[config.mk]
export PLATFORM = sky130hd
export DESIGN_NAME = rsa_operand_loader
export DESIGN_NICKNAME = d
export VERILOG_FILES = /design/src/rsa_bus_pkg.sv /design/src/rsa_operand_loader.sv
export SDC_FILE = /design/constraint.sdc
export NUM_CORES = 1
export LEC_CHECK = 0
export BUFFER_PORTS_ARGS = -buffer_cell sky130_fd_sc_hd__buf_2
export CAP_MARGIN = 20
export CORE_AREA = 2 2 316 318
export DETAILED_ROUTE_END_ITERATION = 12
export DIE_AREA = 0 0 318 320
export SLEW_MARGIN = 10
export SYNTH_ARGS = -nofsm -noshare
export SYNTH_HDL_FRONTEND = slang
export SYNTH_SLANG_ARGS = --single-unit
[constraint.sdc]
create_clock -name i_clk -period 1 [get_ports i_clk]
set_input_delay 0.2 -clock i_clk [delete_from_list [all_inputs] [get_ports i_clk]]
set_output_delay 0.2 -clock i_clk [all_outputs]
set_load 0.01 [all_outputs]
[src/rsa_bus_pkg.sv]
package rsa_bus_pkg;

	// width of one bus word
	localparam int WORD_W = 32;

	typedef logic [WORD_W-1:0] word_t;

	// which operand register a bus write goes to
	typedef logic [1:0] opsel_t;

	localparam opsel_t SEL_N = 2'd0; // modulus
	localparam opsel_t SEL_D = 2'd1; // exponent
	localparam opsel_t SEL_A = 2'd2; // base

	// selector 3 is reserved, writes to it are dropped

endpackage

[src/rsa_operand_loader.sv]
`timescale 1ns/1ps

module rsa_operand_loader #(
	parameter int BITWIDTH = 256
) (
	input  logic                  i_clk,
	input  logic                  i_rst_n,
	input  logic                  i_wr,
	input  rsa_bus_pkg::opsel_t   i_sel,
	input  rsa_bus_pkg::word_t    i_word,
	input  logic                  i_busy,
	output logic [BITWIDTH-1:0]   o_n,
	output logic [BITWIDTH-1:0]   o_d,
	output logic [BITWIDTH-1:0]   o_a
);

	logic [BITWIDTH-1:0] n_r;
	logic [BITWIDTH-1:0] d_r;
	logic [BITWIDTH-1:0] a_r;
	logic [BITWIDTH-1:0] word_ext; // bus word placed at the low end
	logic                take;

	assign word_ext = BITWIDTH'(i_word);
	assign take     = i_wr && !i_busy; // core needs stable operands

	// words arrive msw first, so each write pushes older words up
	always_ff @(posedge i_clk or negedge i_rst_n) begin
		if (!i_rst_n) begin
			n_r <= '0;
			d_r <= '0;
			a_r <= '0;
		end else if (take) begin
			case (i_sel)
				rsa_bus_pkg::SEL_N: n_r <= (n_r << rsa_bus_pkg::WORD_W) | word_ext;
				rsa_bus_pkg::SEL_D: d_r <= (d_r << rsa_bus_pkg::WORD_W) | word_ext;
				rsa_bus_pkg::SEL_A: a_r <= (a_r << rsa_bus_pkg::WORD_W) | word_ext;
				default: ; // reserved selector
			endcase
		end
	end

	// contents survive an operation, a repeat start reuses them
	assign o_n = n_r;
	assign o_d = d_r;
	assign o_a = a_r;

endmodule

---- Word-level counts from Yosys, hierarchy flattened ----
Cells that the tools add are included.
cells by class
  eq/ne operators ......................... 2
  bitwise operators ....................... 3
  reduce and logical (&&, ||, !) cells .... 6
operator list
  cell                                            count
  bitwise OR 256 x 32 -> 256 bit                  3
  AND reduction 2 bit                             3
  == test 2 x 1 -> 1 bit (second input constant)  1
  == test 2 bit (second input constant)           1
  logical NOT 2 bit                               1
  logical AND 1 bit                               1
  logical NOT 1 bit                               1
word-level totals
  bits in registers ....................... 768
  input port bits ......................... 38
  output and inout bits ................... 768
  logic and storage cells ................. 14

---- Longest topological paths before layout ----
Gate-level depths: netlist of run 1.
  depth after elaboration ................. 3
  mapped depth ............................ 5
  gate-level depth less buffers ........... 2

---- Worst setup path after synthesis of run 1 ----
Ideal clock, no wire load.
  kind .................................... input port to flip-flop
  start point ............................. input i_busy
  end point ............................... register n_r[10], in the netlist o_n[10]
  setup time .............................. 0.125 ns
  arrival time ............................ 1.282 ns
  required time ........................... 0.875 ns
  slack ................................... -0.407 ns
  cell stages on the path ................. 4
  path buffers ............................ 2
  cell sequence ........................... nor4b_2 > buf_4 > buf_6 > mux2_2
on the way
  cells in the longest elaborated chain, start to end .. 3
RTL lines
  item                           line                      source
  from (decl)                    rsa_operand_loader.sv:11  input logic i_busy,
  logical NOT 1 bit              rsa_operand_loader.sv:24  assign take = i_wr && !i_busy;
  logical AND 1 bit              rsa_operand_loader.sv:24
  AND reduction 2 bit (no line)  n/a
  to (signal assigned)           rsa_operand_loader.sv:34  rsa_bus_pkg::SEL_N: n_r <= (n_r << rsa_bus_pkg::WORD_W) | word_ext;
  to (decl)                      rsa_operand_loader.sv:17  logic [BITWIDTH-1:0] n_r;
Every way passes these cells.
A chain may end at the register's enable or synchronous reset.

---- Worst setup path in the final report of run 1 ----
  start point ............................. register d_r[11], in the netlist o_d[11]
  end point ............................... output o_d[11]
RTL lines
  item                    line                      source
  from (decl)             rsa_operand_loader.sv:18  logic [BITWIDTH-1:0] d_r;
  from (signal assigned)  rsa_operand_loader.sv:35  rsa_bus_pkg::SEL_D: d_r <= (d_r << rsa_bus_pkg::WORD_W) | word_ext;
  to (decl)               rsa_operand_loader.sv:13  output logic [BITWIDTH-1:0] o_d,
No word-level cell between the ends.

==> key figures, run 1 <==
Setup path
  • Slowest CP cell: dfrtp_2
  • Reg-to-Reg Start: o_d[11]
  • Worst Setup End Kind: output port
  • Worst Path Required: about 800 ps
  • Crit. Startpoint: o_d[11]
  • Setup CP Type: reg -> out
  • Number of buffer and inverter stages on the critical path: 1
  • CP Depth: 1
  • Critical path's top delay family: flip-flops
  • CP max FO: 2
  • CP cell instances: buf_6
  • Reg2reg path depth: 3
  • Startpoint Class: register
  • Worst EP arrival: 1310 ps
  • Setup crit end: o_d[11]
  • R2R Setup Slk: -190 ps
  • CP peak stage delay: a little over 500 ps
  • Reg-to-reg endpoint: o_d[43]

Clocking
  • CTS tree: yes
  • Root cell of the clock tree: clkbuf_16
  • Clock buffer count from CTS: 86
  • CTS H-tree depth: 3
  • Longest Clk Path Bufs: 3
  • Clk Latency, worst-skew pair: 660 ps
  • Clk sinks: between 700 and 800
  • Reg clk slew, reported paths: 60 ps

Global routing
  • Busiest grt layer: met2
  • Overall Global Routing Usage: 0.188
  • GR Util met3: 0.0474
  • Largest net degree at the start of global routing: 71
  • Vias in the first global route: around 22000
  • First-pass GRT wire length: 143 mm
  • GR Overflow Total: 0
  • Antenna violations before repair: 14
  • Grt met2 use: 0.330
  • Met1 Use GR: 0.215

Drt
  • DRT Pass-1 Iters: 4
  • Initial DRC count: 798
  • Residual DRC: 0
  • Avg Vias per Cell: 4.47
  • Vias after detailed routing: between 20000 and 25000
  • Routed WL per cell: 21.9 microns
  • Post-DRT Antenna Nets: 0
  • DRT Wirelength: 100 mm

Place
  • Post-DP HPWL: a little under 70 mm
  • Post-Place Worst Slack: -708 ps
  • Final GP Congestion: between 0.8 and 0.9
  • Port Buffer Count: a little over 800

Die
  • Die X: 318 microns
  • Die area: about 100000 sq um
  • Die H: 320 microns
  • Core ar.: 98000 sq um
  • Number of top-level pins: 806
  • # rows: roughly 120
  • Initial Util: 0.292

STA
  • # setup viols final: between 1000 and 1500
  • Fin crit share: 1.51
  • Setup_tns: -303930 ps
  • Skew final: 23.4 ps
  • Unrepaired setup endpoints after global routing: yes
  • Crit path time final: around 1500 ps
  • Hold_ws: 50.5 ps
  • Peak Freq: 662 MHz
  • Final Hold Viols: 0
  • Worst slew margin: 0.723
  • Worst-Margin Slew: 416 ps
  • Final Max Slew Viols: 0
  • Setup ws final: -511 ps

Synth
  • Mapped Cells: 1625
  • Syn Std Cell Area: 28700 sq um
  • Post-synthesis sequential area ratio: 0.671
  • Syn_nets: 1663
  • Synth cell types: 9
  • Synth warnings: 0
  • FF+latch count, synth: 768
  • Avg Inst Size Synth: 17.6 sq um

Layout
  • Share of cells above drive strength 1: 0.754
  • Layout Nets: roughly 3300
  • Synth-to-Final Area Change: 60.7%

Pwr
  • Tot Pwr: 119 mW
  • P per Cell Area: 2580 nW/um^2
  • Leakage: about 24 nW
  • Peak VDD IR: 0.00162 V

Status
  • Status: complete, but fails checks
  • Failing checks: negative setup slack

Flow run
  • Max cap viols: 0

Min path
  • Class of the worst hold path: in -> reg
## stage by stage
step	cells	cell area, sq um	utilization
finish	4592	46100	0.470
global route	4587	46000	0.470
CTS	4429	44300	0.452
detailed placement	3730	35000	0.357
global placement	3730	35000	0.357
floorplan	1625	28900	-
## metal layers
| metal | wire (microns) | vias up | part of all wire |
|---|---|---|---|
| met5 | 39 | - | 0.00039 |
| met4 | 4010 | 6 | 0.040 |
| met3 | 6450 | 198 | 0.064 |
| met2 | 52200 | 702 | 0.52 |
| met1 | 37700 | 10584 | 0.38 |
| li1 | - | 9036 | - |
## report_power, final
group          switching [mW]  internal [mW]
logic                    15.4           23.3
clock network            13.1           21.5
registers                6.72           38.5
total                    35.2           83.4
## cell usage in the layout (no fill, tap or decap), drive strengths merged, types with 2 or more instances in the layout
cell type,netlist,layout
bufinv,0,15
buf,85,1568
dlygate4sd3,0,28
clkinvlp,0,3
clkbuf,1,131
dfrtp,768,768
diode,0,5
and4bb,2,2
clkinv,0,12
inv,0,4
mux2,768,768
## worst register-to-register path, stage by stage, from the launching register on
cell and delay, ps:
dfrtp_2 510, buf_4 180, buf_8 130, mux2_4 260
## sequential cells by signal (all words and copies together) (netlist names)
signal and flops:
o_n 256, o_d 256, o_a 256
## how the worst min path moves through the flow
stage / start / slack (ps) / endpoint / cells after the start
after floorplan: i_rst_n / -100 / o_a[0] / 0
after CTS: i_word[4] / 20 / o_a[4] / 2
after global routing: i_word[4] / 40 / o_a[4] / 2
after detailed placement: i_rst_n / 170 / o_n[26] / 2
after global placement: i_rst_n / 170 / o_n[26] / 2
final: i_word[4] / 50 / o_a[4] / 2
## cell type report
class | instances | area [sq um]
clock inverter | 34 | 583
multi-input combinational | 771 | 8910
antenna | 5 | 12.5
tap | 1287 | 1610
clock buffer | 125 | 2540
fill | 8318 | 51900
sequential | 768 | 19300
timing repair buffer | 1602 | 13100
## timing repair
action	4_1_cts	5_1_grt
setup endpoints to repair	770	1025
resized for setup	525	90
cloned	0	7
pin swaps	0	1
setup buffers	512	163
hold buffers	28	0
endpoints found under the hold margin	842	0
## kinds of logic after synthesis
family	synth area share
buf+inv	0.0261
flops	0.671
mux	0.302
simple gates	0.00140
## cell usage after synthesis (all sizes together)
cell type  number  area (sq um)
dfrtp         768         19200
mux2          768          8650
buf            85           744
and4bb          2          25.0
clkbuf          1          3.75
nor4b           1          15.0
Note: power is estimated with default switching activity, not from simulation.
==> run 2: changes to the inputs <==
--- a/config.mk
+++ b/config.mk
@@ -7,9 +7,9 @@
 export LEC_CHECK = 0
 export BUFFER_PORTS_ARGS = -buffer_cell sky130_fd_sc_hd__buf_2
 export CAP_MARGIN = 20
-export CORE_AREA = 2 2 316 318
+export CORE_AREA = 2 2 314 316
 export DETAILED_ROUTE_END_ITERATION = 12
-export DIE_AREA = 0 0 318 320
+export DIE_AREA = 0 0 316 318
 export SLEW_MARGIN = 10
 export SYNTH_ARGS = -nofsm -noshare
 export SYNTH_HDL_FRONTEND = slang
==> run 2 against run 1 <==
- the run still ends with negative setup slack left
- largest cell class unchanged
- combinational power increased by 5.4%
- largest power group unchanged
- sequential share of layout area down 1.0 points
- worst setup slack improved by 28 ps
- count of clock-buffer cells in the layout decreased by 12
- clock skew decreased by 4.1 ps
==> key figures, run 2 (synthesis gave the netlist of run 1 again) <==
Global routing
  • Vias in the first global route: 22137
  • Antenna violations before repair: 10
  • Overall Global Routing Usage: 0.198
  • Largest net degree at the start of global routing: 89
  • GR Overflow Total: 0
  • First-pass GRT wire length: 148 mm

Layout
  • Most common cell after layout, fill and taps aside: buf_4
  • Layout Nets: 3342
  • Filler cell count: ~8000
  • Multi-input logic area: 9140 sq um
  • Share of cells above drive strength 1: 0.763
  • Fin cells: 4669
  • Most frequent cells in the layout: buf_4, dfrtp_1, mux2_2
  • Sequential cell area: around 19000 sq um
  • Synth-to-Final Area Change: 64.9%

Clocking
  • CTS H-tree depth: 3
  • Clock buffer count from CTS: 84
  • Clk sinks: 768
  • Clk Latency, worst-skew pair: 660 ps
  • CTS tree: yes
  • Longest Clk Path Bufs: 3
  • Root cell of the clock tree: clkbuf_16
  • Reg clk slew, reported paths: 60 ps

STA
  • Peak Freq: 674 MHz
  • Worst-Margin Slew: 513 ps
  • Skew final: just under 20 ps
  • # setup viols final: 1510
  • Final Max Slew Viols: 0
  • Worst slew margin: 0.658
  • Final Hold Viols: 0
  • Fin crit share: 1.48
  • Crit path time final: 1480 ps
  • Unrepaired setup endpoints after global routing: yes
  • Setup ws final: -483 ps

Setup path
  • CP Depth: 1
  • CP peak stage delay: 490 ps
  • Reg-to-Reg Start: o_n[84]
  • Worst EP arrival: 1280 ps
  • Setup CP Type: reg -> out
  • R2R Setup Slk: -160 ps
  • Worst Setup End Kind: output port
  • Worst Path Required: roughly 800 ps
  • Setup crit end: o_d[16]
  • Startpoint Class: register
  • Slowest CP cell: dfrtp_2
  • Reg2reg path depth: 4
  • CP max FO: 2
  • CP cell instances: buf_6
  • Number of buffer and inverter stages on the critical path: 1
  • Reg-to-reg endpoint: o_n[116]
  • Critical path's top delay family: flip-flops
  • Crit. Startpoint: o_d[16]

Drt
  • Avg Vias per Cell: 4.51
  • DRT Pass-1 Iters: 4
  • Met2 wire length: 55.0 mm
  • Met3 wire length: 6.50 mm
  • Residual DRC: 0
  • Initial DRC count: 858
  • Routed WL per cell: 22.7 microns
  • Post-DRT Antenna Nets: 0
  • Vias after detailed routing: 21067
  • WL met1: 40.3 mm
  • Top Metal Used: met4
  • DRT Wirelength: about 110 mm

Die
  • Core ar.: 97400 sq um
  • Die area: 100000 sq um
  • # rows: 115
  • Die X: roughly 320 microns
  • Number of top-level pins: about 810
  • Die H: approximately 320 microns
  • Initial Util: 0.294

Place
  • Port Buffer Count: around 810
  • Post-DP HPWL: 67.4 mm
  • Final GP Congestion: 0.841
  • Dpl cells: 3723

Pwr
  • P per Cell Area: around 2500 nW/um^2
  • Tot Pwr: 120 mW
  • Leakage: around 25 nW
  • Peak VDD IR: 0.00156 V

Status
  • Status: complete, but fails checks
  • Failing checks: negative setup slack

Min path
  • Class of the worst hold path: in -> reg

Flow run
  • Max cap viols: 0
-- run 2: cell count changes in the layout (fill, tap and decap cells not counted), sizes merged, moves of 3 or more --
cell and change:
inv +4, bufinv -3, clkinv +8, dlygate4sd3 +3, clkbuf -10, buf +70
-- run 2: power breakdown --
part	switching, mW	internal, mW	leakage (nW)
sequential	6.77	38.5	10.1
combinational	16.0	24.9	13.1
clock	13.3	20.1	1.47
total	36.1	83.5	24.7
-- run 2: worst min-delay path by stage --
stage / depth (start not counted) / from / endpoint
finish: 2 / i_word[3] / o_a[3]
global route: 2 / i_word[3] / o_a[3]
CTS: 2 / i_word[3] / o_a[3]
detailed placement: 2 / i_rst_n / o_a[15]
global placement: 2 / i_rst_n / o_n[6]
floorplan: 0 / i_rst_n / o_a[0]
-- run 2: layout make-up --
type | instances | area share
multi-input cells | 771 | 0.193
clock buffers | 113 | 0.0507
diodes | 6 | 0.000318
flip-flops and latches | 768 | 0.408
repair buffers | 1679 | 0.301
clock inverters | 45 | 0.0128
well taps | 1287 | 0.0341
-- run 2: what timing repair did --
item                       4_1_cts  5_1_grt
cloned                           7       14
hold endpoints to repair       854        0
pin swaps                        1        2
setup endpoints to repair      920     1413
buffers inserted               553      181
hold buffers                    31        0
resized for setup              597      151
-- run 2: through the flow --
stage	instance area, sq um	setup slack, ps	setup TNS, ps	hold slack, ps	util
floorplan	28900	-346	-245890	-95.6	-
global placement	34900	-717	-490170	293	0.358
detailed placement	34900	-760	-507410	294	0.358
CTS	45000	-581	-361110	16.0	0.462
global route	47200	-548	-449680	17.3	0.485
finish	47200	-483	-402680	57.5	0.485
-- run 2: per-layer routing --
layer | vias up | global-route usage
met2 | 714 | 0.353
met3 | 205 | 0.0463
li1 | 9196 | -
met4 | 0 | 0.0744
met1 | 10952 | 0.229
met5 | - | 0
